[src/logic/icache_pkg.sv]
package icache_pkg;

    //////////////////////////////
    // geometry
    //////////////////////////////
    localparam int index_width  = 4;
    localparam int offset_width = 2;
    localparam int tag_width    = 32 - index_width - offset_width;
    localparam int num_sets     = 16;
    localparam int num_ways     = 2;

    typedef struct packed {
        logic [tag_width-1:0]    tag;
        logic [index_width-1:0]  index;
        logic [offset_width-1:0] offset;  // bit 0 also names the way for index ops
    } icache_addr_t;

    typedef struct packed {
        logic flush;
        logic stall;
    } pipe_ctrl_t;

    typedef enum logic [1:0] {
        cacop_init        = 2'd0,
        cacop_index_inval = 2'd1,
        cacop_hit_inval   = 2'd2
    } cacop_kind_e;

    //////////////////////////////
    // op word, two decodes
    //////////////////////////////
    typedef struct packed {
        logic        barrier;  // ibar marker
        logic [30:0] rsvd;
    } ibar_view_t;

    typedef struct packed {
        logic [26:0] rsvd_hi;
        cacop_kind_e kind;
        logic [2:0]  rsvd_lo;
    } cacop_view_t;

    typedef union packed {
        ibar_view_t  ibar;
        cacop_view_t cacop;
    } cacop_word_u;

    typedef struct packed {
        logic         valid;
        logic         opflag;    // cache operation, not a fetch
        logic         uncached;
        icache_addr_t addr;
        cacop_word_u  op;
    } fetch_req_t;

    typedef enum logic [2:0] {
        idle,
        lookup,
        miss_wait,
        operation,
        flush
    } fsm_state_e;

endpackage

[src/logic/icache_req_buf.sv]
`timescale 1ns/10ps

module icache_req_buf (
    input  logic                   clk,
    input  logic                   rstn,
    input  logic                   we,
    input  icache_pkg::fetch_req_t req_in,
    output icache_pkg::fetch_req_t req_out
);

    logic                     valid_q;
    logic                     opflag_q;
    logic                     uncached_q;
    icache_pkg::icache_addr_t addr_q;
    icache_pkg::cacop_word_u  op_q;

    // control bits
    always_ff @(posedge clk) begin
        if (!rstn) begin
            valid_q  <= 1'b0;
            opflag_q <= 1'b0;
        end else if (we) begin
            valid_q  <= req_in.valid;
            opflag_q <= req_in.opflag;
        end
    end

    // payload
    always_ff @(posedge clk) begin
        if (we) begin
            uncached_q <= req_in.uncached;
            addr_q     <= req_in.addr;
            op_q       <= req_in.op;
        end
    end

    assign req_out = '{valid: valid_q, opflag: opflag_q, uncached: uncached_q,
                       addr: addr_q, op: op_q};

    // an op never carries the uncached attribute
    a_no_uncached_op: assert property (@(posedge clk) disable iff (!rstn)
        we |-> !(req_in.opflag && req_in.uncached));

endmodule

[src/logic/icache_tagv_array.sv]
`timescale 1ns/10ps

module icache_tagv_array (
    input  logic                                 clk,
    input  logic                                 rstn,
    input  logic [icache_pkg::index_width-1:0]   rd_index,
    input  icache_pkg::icache_addr_t             cmp_addr,
    input  logic [icache_pkg::num_ways-1:0]      we,
    input  icache_pkg::icache_addr_t             wr_addr,
    input  logic [icache_pkg::num_ways-1:0]      inval,
    input  logic                                 init_set,
    output logic [icache_pkg::num_ways-1:0]      hit
);

    logic [icache_pkg::tag_width-1:0] tag_mem [icache_pkg::num_ways][icache_pkg::num_sets];
    logic [icache_pkg::tag_width-1:0] tag_q [icache_pkg::num_ways];
    logic [icache_pkg::num_sets-1:0]  valid [icache_pkg::num_ways];
    logic [icache_pkg::num_sets-1:0]  valid_nxt [icache_pkg::num_ways];
    logic [icache_pkg::num_ways-1:0]  valid_q;
    logic [icache_pkg::num_ways-1:0]  clr;

    always_comb begin
        clr = inval;
        if (init_set) begin
            clr[wr_addr.offset[0]] = 1'b1;  // way picked by addr bit 0
        end
    end

    // valid bits after this cycle's refill / invalidate
    always_comb begin
        for (int w = 0; w < icache_pkg::num_ways; w++) begin
            valid_nxt[w] = valid[w];
            if (we[w]) valid_nxt[w][wr_addr.index] = 1'b1;
            if (clr[w]) valid_nxt[w][wr_addr.index] = 1'b0;
        end
    end

    always_ff @(posedge clk) begin
        if (!rstn) begin
            for (int w = 0; w < icache_pkg::num_ways; w++) begin
                valid[w] <= '0;
            end
            valid_q <= '0;
        end else begin
            for (int w = 0; w < icache_pkg::num_ways; w++) begin
                valid[w]   <= valid_nxt[w];
                valid_q[w] <= valid_nxt[w][rd_index];  // write-first
            end
        end
    end

    always_ff @(posedge clk) begin
        for (int w = 0; w < icache_pkg::num_ways; w++) begin
            if (we[w]) tag_mem[w][wr_addr.index] <= wr_addr.tag;
            if (we[w] && wr_addr.index == rd_index) begin
                tag_q[w] <= wr_addr.tag;  // bypass the refill
            end else begin
                tag_q[w] <= tag_mem[w][rd_index];
            end
        end
    end

    always_comb begin
        for (int w = 0; w < icache_pkg::num_ways; w++) begin
            hit[w] = valid_q[w] && (tag_q[w] == cmp_addr.tag);
        end
    end

    // refill only on a miss, so a tag lives in one way at most
    a_hit_onehot: assert property (@(posedge clk) disable iff (!rstn) $onehot0(hit));

endmodule

[src/logic/icache_data_array.sv]
`timescale 1ns/10ps

module icache_data_array (
    input  logic                               clk,
    input  logic [icache_pkg::index_width-1:0] rd_index,
    input  logic [icache_pkg::num_ways-1:0]    we,
    input  logic [icache_pkg::index_width-1:0] wr_index,
    input  logic [31:0]                        wdata,
    output logic [31:0]                        rdata0,
    output logic [31:0]                        rdata1
);

    logic [31:0] mem [icache_pkg::num_ways][icache_pkg::num_sets];
    logic [31:0] rd_q [icache_pkg::num_ways];

    //////////////////////////////
    // one word per set and way
    //////////////////////////////
    always_ff @(posedge clk) begin
        for (int w = 0; w < icache_pkg::num_ways; w++) begin
            if (we[w]) begin
                mem[w][wr_index] <= wdata;
            end
            if (we[w] && wr_index == rd_index) begin
                rd_q[w] <= wdata;  // refill seen by the next lookup
            end else begin
                rd_q[w] <= mem[w][rd_index];
            end
        end
    end

    assign rdata0 = rd_q[0];
    assign rdata1 = rd_q[1];

endmodule

[src/logic/icache_lru.sv]
`timescale 1ns/10ps

module icache_lru (
    input  logic                               clk,
    input  logic                               rstn,
    input  logic [icache_pkg::index_width-1:0] index,
    input  logic                               use0,
    input  logic                               use1,
    output logic                               victim
);

    logic [icache_pkg::num_sets-1:0] lru_q;  // 1 means way 1 is older

    always_ff @(posedge clk) begin
        if (!rstn) begin
            lru_q <= '0;
        end else if (use0) begin
            lru_q[index] <= 1'b1;
        end else if (use1) begin
            lru_q[index] <= 1'b0;
        end
    end

    assign victim = lru_q[index];

    // controller touches one way per cycle
    a_single_use: assert property (@(posedge clk) disable iff (!rstn) !(use0 && use1));

endmodule

[src/logic/icache_fsm_main.sv]
`timescale 1ns/10ps

module icache_fsm_main (
    input  logic                            clk,
    input  logic                            rstn,
    input  logic                            req_valid,
    input  logic                            req_opflag,
    input  icache_pkg::pipe_ctrl_t          ctrl,
    input  icache_pkg::fetch_req_t          buf_req,
    input  logic [icache_pkg::num_ways-1:0] hit,
    input  logic                            victim,
    input  logic                            mem_data_ok,
    output logic                            buf_we,
    output logic                            mem_req,
    output logic                            rdata_valid,
    output logic                            op_done,
    output logic                            stall,
    output logic                            choose_return,
    output logic                            choose_way,
    output logic                            use0,
    output logic                            use1,
    output logic [icache_pkg::num_ways-1:0] data_we,
    output logic [icache_pkg::num_ways-1:0] inval,
    output logic                            init_set
);

    icache_pkg::fsm_state_e  state;
    icache_pkg::fsm_state_e  next_state;
    icache_pkg::fsm_state_e  accept_state;
    icache_pkg::cacop_kind_e op_kind;
    logic                    miss;
    logic                    is_barrier;
    logic                    flush_pend;
    logic                    rstn_q;
    logic                    valid_raw;

    assign miss         = !(|hit) || buf_req.uncached;
    assign is_barrier   = buf_req.op.ibar.barrier;
    assign op_kind      = buf_req.op.cacop.kind;
    assign accept_state = req_opflag ? icache_pkg::operation :
                          req_valid  ? icache_pkg::lookup : icache_pkg::idle;

    always_ff @(posedge clk) begin
        if (!rstn) begin
            state <= icache_pkg::idle;
        end else begin
            state <= next_state;
        end
    end

    // flush seen while memory is busy, acted on at data_ok
    always_ff @(posedge clk) begin
        if (!rstn) begin
            flush_pend <= 1'b0;
        end else if (state == icache_pkg::miss_wait && !mem_data_ok) begin
            flush_pend <= flush_pend | ctrl.flush;
        end else begin
            flush_pend <= 1'b0;
        end
    end

    // no result in the first cycle out of reset
    always_ff @(posedge clk) begin
        rstn_q <= rstn;
    end
    assign rdata_valid = valid_raw & rstn_q;

    //////////////////////////////
    // next state and outputs
    //////////////////////////////
    always_comb begin
        next_state    = state;
        buf_we        = 1'b0;
        mem_req       = 1'b0;
        valid_raw     = 1'b0;
        op_done       = 1'b0;
        stall         = 1'b0;
        choose_return = 1'b0;
        choose_way    = hit[1];
        use0          = 1'b0;
        use1          = 1'b0;
        data_we       = '0;
        inval         = '0;
        init_set      = 1'b0;
        case (state)
            icache_pkg::idle: begin
                if (!ctrl.stall && !ctrl.flush) begin
                    buf_we     = 1'b1;
                    next_state = accept_state;
                end
            end
            icache_pkg::lookup: begin
                if (ctrl.flush) begin
                    next_state = icache_pkg::flush;  // result dropped
                end else if (!ctrl.stall) begin
                    if (miss) begin
                        mem_req    = 1'b1;
                        stall      = 1'b1;
                        inval      = buf_req.uncached ? hit : '0;  // uncached drops the line
                        next_state = icache_pkg::miss_wait;
                    end else begin
                        valid_raw  = 1'b1;
                        buf_we     = 1'b1;
                        use0       = hit[0];
                        use1       = hit[1];
                        next_state = accept_state;
                    end
                end
            end
            icache_pkg::miss_wait: begin
                mem_req = 1'b1;
                if (!mem_data_ok) begin
                    stall = 1'b1;
                end else begin
                    choose_return = 1'b1;
                    if (!buf_req.uncached) begin
                        data_we = victim ? 2'b10 : 2'b01;  // refill lru way
                        use0    = !victim;
                        use1    = victim;
                    end
                    if (flush_pend || ctrl.flush) begin
                        next_state = icache_pkg::flush;
                    end else begin
                        valid_raw = 1'b1;
                        if (!ctrl.stall) begin
                            buf_we     = 1'b1;
                            next_state = accept_state;
                        end else begin
                            next_state = icache_pkg::idle;
                        end
                    end
                end
            end
            icache_pkg::operation: begin
                if (ctrl.flush) begin
                    next_state = icache_pkg::flush;
                end else if (!ctrl.stall) begin
                    op_done    = 1'b1;
                    buf_we     = 1'b1;
                    next_state = accept_state;
                    if (!is_barrier) begin  // ibar only acks
                        case (op_kind)
                            icache_pkg::cacop_init:        init_set = 1'b1;
                            icache_pkg::cacop_index_inval: begin
                                inval = buf_req.addr.offset[0] ? 2'b10 : 2'b01;
                            end
                            icache_pkg::cacop_hit_inval:   inval = hit;
                            default: ;
                        endcase
                    end
                end
            end
            icache_pkg::flush: begin
                if (!ctrl.flush && !ctrl.stall) begin
                    buf_we     = 1'b1;
                    next_state = accept_state;
                end
            end
            default: next_state = icache_pkg::idle;
        endcase
    end

    // memory answers only a pending refill
    a_data_ok_in_wait: assert property (@(posedge clk) disable iff (!rstn)
        mem_data_ok |-> state == icache_pkg::miss_wait);

endmodule

[src/logic/icache_top.sv]
`timescale 1ns/10ps

module icache_top (
    input  logic                     clk,
    input  logic                     rstn,
    input  icache_pkg::fetch_req_t   req,
    input  icache_pkg::pipe_ctrl_t   ctrl,
    output logic                     rdata_valid,
    output logic [31:0]              rdata,
    output logic                     stall,
    output logic                     op_done,
    output logic                     mem_req,
    output icache_pkg::icache_addr_t mem_addr,
    input  logic                     mem_data_ok,
    input  logic [31:0]              mem_rdata
);

    icache_pkg::fetch_req_t             buf_req;
    logic                               buf_we;
    logic [icache_pkg::index_width-1:0] rd_index;
    logic [icache_pkg::num_ways-1:0]    hit;
    logic [icache_pkg::num_ways-1:0]    data_we;
    logic [icache_pkg::num_ways-1:0]    inval;
    logic                               init_set;
    logic                               victim;
    logic                               use0;
    logic                               use1;
    logic                               choose_return;
    logic                               choose_way;
    logic [31:0]                        way0_word;
    logic [31:0]                        way1_word;

    // new index on accept, else keep re-reading the buffered one
    assign rd_index = buf_we ? req.addr.index : buf_req.addr.index;
    assign mem_addr = buf_req.addr;

    icache_req_buf icache_req_buf_i (
        .clk     (clk),
        .rstn    (rstn),
        .we      (buf_we),
        .req_in  (req),
        .req_out (buf_req)
    );

    icache_tagv_array icache_tagv_array_i (
        .clk      (clk),
        .rstn     (rstn),
        .rd_index (rd_index),
        .cmp_addr (buf_req.addr),
        .we       (data_we),      // tag written with the data
        .wr_addr  (buf_req.addr),
        .inval    (inval),
        .init_set (init_set),
        .hit      (hit)
    );

    icache_data_array icache_data_array_i (
        .clk      (clk),
        .rd_index (rd_index),
        .we       (data_we),
        .wr_index (buf_req.addr.index),
        .wdata    (mem_rdata),
        .rdata0   (way0_word),
        .rdata1   (way1_word)
    );

    icache_lru icache_lru_i (
        .clk    (clk),
        .rstn   (rstn),
        .index  (buf_req.addr.index),
        .use0   (use0),
        .use1   (use1),
        .victim (victim)
    );

    icache_fsm_main icache_fsm_main_i (
        .clk           (clk),
        .rstn          (rstn),
        .req_valid     (req.valid),
        .req_opflag    (req.opflag),
        .ctrl          (ctrl),
        .buf_req       (buf_req),
        .hit           (hit),
        .victim        (victim),
        .mem_data_ok   (mem_data_ok),
        .buf_we        (buf_we),
        .mem_req       (mem_req),
        .rdata_valid   (rdata_valid),
        .op_done       (op_done),
        .stall         (stall),
        .choose_return (choose_return),
        .choose_way    (choose_way),
        .use0          (use0),
        .use1          (use1),
        .data_we       (data_we),
        .inval         (inval),
        .init_set      (init_set)
    );

    //////////////////////////////
    // returned word
    //////////////////////////////
    always_comb begin
        if (choose_return) begin
            rdata = mem_rdata;  // refill or uncached word
        end else if (choose_way) begin
            rdata = way1_word;
        end else begin
            rdata = way0_word;
        end
    end

endmodule

[config.mk]
export PLATFORM = sky130hd
export DESIGN_NAME = icache_top
export DESIGN_NICKNAME = d
export VERILOG_FILES = /design/src/logic/icache_pkg.sv /design/src/logic/icache_req_buf.sv /design/src/logic/icache_tagv_array.sv /design/src/logic/icache_data_array.sv /design/src/logic/icache_lru.sv /design/src/logic/icache_fsm_main.sv /design/src/logic/icache_top.sv
export SDC_FILE = /design/constraint.sdc
export NUM_CORES = 2
export LEC_CHECK = 0
export BUFFER_PORTS_ARGS = -buffer_cell sky130_fd_sc_hd__buf_2
export CAP_MARGIN = 20
export CORE_AREA = 2 2 449 340
export CTS_BUF_LIST = sky130_fd_sc_hd__clkbuf_4 sky130_fd_sc_hd__clkbuf_8
export DETAILED_ROUTE_END_ITERATION = 8
export DIE_AREA = 0 0 451 342
export GPL_ROUTABILITY_DRIVEN = 0
export HOLD_SLACK_MARGIN = 0.1
export PLACE_DENSITY_LB_ADDON = 0.12
export SLEW_MARGIN = 20
export SYNTH_ARGS = -nofsm -noshare
export SYNTH_HDL_FRONTEND = slang
export SYNTH_SLANG_ARGS = --single-unit
[constraint.sdc]
create_clock -name clk -period 18.3 [get_ports clk]
set_input_delay 5.49 -clock clk [delete_from_list [all_inputs] [get_ports clk]]
set_output_delay 5.49 -clock clk [all_outputs]
set_load 0.01 [all_outputs]
==> load_flow_metrics.sql <==
INSERT INTO impl_metrics (metric_group, metric, value, unit) VALUES
('global_routing', 'grt_first_pass_wirelength', '348000', 'microns'),
('floorplanning', 'num_rows', '124', ''),
('logic_synthesis', 'netlist_instances', '6346', ''),
('global_routing', 'global_route_total_usage_across_every_layer', '30.9', '%'),
('finish', 'n_fill_cell', '11600', ''),
('worst_setup_path', 'worst-endpoint-required', '12.81', 'ns'),
('logic_synthesis', 'netlist_top_cells_area', 'edfxtp_1, nand2_1, nand3_1', ''),
('power_and_ir_drop', 'cellPowerDensity', '112', 'mW/mm^2'),
('timing', 'skew', '0.0624', 'ns'),
('logic_synthesis', 'number_of_flops_mapped_to_enable_cells_by_yosys', '1892', ''),
('detailed_routing', 'detail_route.drc_violations', '0', ''),
('detailed_routing', 'vias', '54600', ''),
('cts', 'ctsHoldBuffers', '0', ''),
('floorplanning', 'design.core.area', '0.151', 'sq mm'),
('floorplanning', 'io_pins', '172', ''),
('logic_synthesis', 'synth_seq_cells', '2063', ''),
('finish', 'post-route-util', '60.5', '%'),
('finish', 'most_common_cell_after_layout_fill_and_taps_aside', 'edfxtp_1', ''),
('logic_synthesis', 'postSynth.asyncResetShare', '0', '%'),
('logic_synthesis', 'synth.net_count', '6453', ''),
('cts', 'clock-sinks', '2063', ''),
('detailed_routing', 'detail-route-antenna-nets', '0', ''),
('timing', 'layout_min_cycle_time', '12.93', 'ns'),
('floorplanning', 'die_height', '342', 'microns'),
('power_and_ir_drop', 'total_power', '10.2', 'mW'),
('detailed_routing', 'drtPass1Iterations', '6', ''),
('cts', 'post_cts.resized_instances', '0', ''),
('timing', 'post_route_fraction_of_the_period_consumed_by_the_critical_path', '70.6', '%'),
('cts', 'clkLatencyLatePin', '1.05', 'ns'),
('detailed_routing', 'detail_route.iter0.violations', '6709', ''),
('timing', 'setup-tns-final', '0', 'ns'),
('cts', 'worst_path_clk_slew', '0.06', 'ns'),
('cts', 'cts_made_buffers', '325', ''),
('cts', 'cts.path.max_buffers', '4', ''),
('logic_synthesis', 'ys_types', '60', ''),
('logic_synthesis', 'synth-warning-count', '0', ''),
('cts', 'postCtsSetupRepairBufs', '0', ''),
('cts', 'cts_tree', 'built', ''),
('floorplanning', 'dieWidth', '451', 'microns'),
('cts', 'cts_root_buffer', 'clkbuf_8', ''),
('worst_setup_path', 'timing.critical_path.arrival', '7.44', 'ns'),
('logic_synthesis', 'synthDominantCellAreaShare', '69.3', '%'),
('cts', 'htree_num_levels', '5', ''),
('logic_synthesis', 'synth_top_cell_by_area', 'edfxtp_1', ''),
('finish', 'num-nets-final', '6580', ''),
('finish', 'drive_gt1_share', '13.7', '%'),
('logic_synthesis', 'synth-seq-area-share', '73.5', '%'),
('timing', 'final.hold.worst_slack', '0.477', 'ns'),
('logic_synthesis', 'postSynthAreaPerCell', '12.9', 'sq um'),
('placed_design', 'place_hpwl', '115000', 'microns'),
('timing', 'report.final.setup_viol', '0', ''),
('logic_synthesis', 'synth.cell_area', '0.0819', 'sq mm'),
('worst_setup_path', 'critical_path.max_fanout', '46', ''),
('timing', 'timing.fmax', '0.0773', 'GHz'),
('detailed_routing', 'wirelength', '242000', 'microns'),
('worst_setup_path', 'worstSetupStartpointType', 'primary input', ''),
('detailed_routing', 'detail_route.wl_per_cell', '27.7', 'microns'),
('timing', 'worst-slew-pin-transition', '1.19', 'ns'),
('run', 'cap_violations', '0', ''),
('global_routing', 'maximum_number_of_pins_on_one_net_before_global_route_repair', '207', ''),
('run_status', 'status', 'completed', ''),
('timing', 'hold_violations', '0', ''),
('hold_path', 'worst_hold_path_type', 'flop to flop', ''),
('global_routing', 'global_route.overflow_total', '0', ''),
('logic_synthesis', 'yosys_most_used_dff', 'edfxtp_1', ''),
('finish', 'area_growth_syn_to_layout', '11.2', '%'),
('global_routing', 'initial_antenna_violation_count', '6', ''),
('floorplanning', 'floorplan.die_area', '0.154', 'sq mm'),
('timing', 'unrepaired_setup_endpoints_after_global_routing', 'no', ''),
('worst_setup_path', 'crit_path_end_kind', 'primary output', ''),
('worst_setup_path', 'critical_path_start_end_classification', 'primary input to primary output', ''),
('global_routing', 'grt_pass1_vias', '50400', ''),
('timing', 'count_of_final_max_slew_check_failures', '0', ''),
('power_and_ir_drop', 'p_leak', '30.6', 'nW'),
('finish', 'layout_common_cells', 'edfxtp_1, nand2_1, nand3_1', ''),
('placed_design', 'numPortBuffers', '142', ''),
('timing', 'slew-limit-headroom', '20.8', '%'),
('power_and_ir_drop', 'vdd_ir_drop_max', '0.0710', 'mV'),
('detailed_routing', 'avgViaCountPerCell', '6.25', ''),
('floorplanning', 'initial_utilization', '54.4', '%');
[final timing paths]
kind                                          startpoint                                      end  slack [ns]  cells past startpoint
hold / removal                                      flop                                     flop        0.48                      2
setup reg to reg  icache_req_buf_i.req_out[63]$_DFFE_PN_  icache_data_array_i.rd_q[1][20]$_DFF_P_       10.47                     15
hold reg to reg                                     flop                                     flop        0.48                      2
setup / recovery                             mem_data_ok                                 rdata[0]        5.37                      6
[cell type report]
class / count / area, sq um / area share (%)
flip-flops and latches: 2063 / 60200 / 66.1
multi-input cells: 3787 / 20000 / 21.9
clock buffers: 500 / 5970 / 6.55
well taps: 2016 / 2520 / 2.77
repair buffers: 290 / 1970 / 2.16
clock inverters: 65 / 365 / 0.401
inverters: 6 / 22.5 / 0.0247
diodes: 7 / 17.5 / 0.0192
[per-stage QoR]
stage | setup slack, ns | area, sq um | cells
floorplan | 5.95 | 81900 | 6346
global placement | 5.34 | 84700 | 8160
detailed placement | 5.35 | 84700 | 8161
CTS | 5.35 | 91000 | 8726
global route | 5.31 | 91100 | 8729
finish | 5.37 | 91100 | 8734
[flip-flops by register name, indices dropped and copies added, names as in the netlist, 2 cells and up, named ones only]
signal                       cells
icache_fsm_main_i.state          3
icache_tagv_array_i.valid       32
icache_tagv_array_i.valid_q      2
icache_data_array_i.rd_q        64
icache_data_array_i.mem       1024
icache_tagv_array_i.tag_q       52
icache_req_buf_i.req_out        32
icache_tagv_array_i.tag_mem    832
icache_req_buf_i.op_q            3
[cell families (layout without fill, tap and decap cells)]
group                      after synthesis  count (layout)  share of synthesized area [%]
and+or+nand+nor                       2958            2958                           15.9
DFF                                   2063            2063                           73.5
other                                    0               7                              0
adders and majority gates                3               3                         0.0458
AOI/OAI and AO/OA                      721             721                           6.71
buffers and inverters                  496             861                           2.58
xor gates and xnor gates                57              57                          0.609
muxes                                   48              48                          0.664
[worst max-delay path, stage by stage]
cell and delay [ns]:
buf_2 0.13, nor3b_2 0.15, buf_4 0.25, buf_4 0.32
o21ai_0 0.80, buf_2 0.28
[power by group]
part | leakage [nW] | internal (mW) | switching, mW | total [mW]
Sequential | 18.4 | 5.22 | 0.0369 | 5.26
Combinational | 8.78 | 0.306 | 0.810 | 1.12
Clock | 3.40 | 2.11 | 1.75 | 3.86
Total | 30.6 | 7.64 | 2.60 | 10.2
[routing by layer]
layer	vias up	wire length (microns)	GRT usage [%]	share of wire, %
met5	-	12	0	0.0050
met4	2	5930	9.71	2.5
met3	431	26200	5.76	11
met2	3126	109000	46.5	45
met1	27200	101000	45.9	42
li1	23800	-	-	-
[cell usage after synthesis (9+ instances only)]
cell	count
a2bb2oi_1	27
nor4b_1	115
a221oi_2	40
o21ai_0	59
nand4_1	26
edfxtp_1	1892
mux2i_1	42
a311oi_1	114
xnor2_1	42
o221ai_1	116
nand2_1	1830
buf_4	32
buf_1	39
xor2_1	15
and2_1	30
nor3_1	11
dfxtp_1	171
nor2b_1	9
nor2_1	76
clkbuf_1	346
a21oi_1	140
a221oi_1	74
a31oi_1	115
buf_2	66
nand3_1	830
No activity file was read; power rests on OpenSTA's default activity.
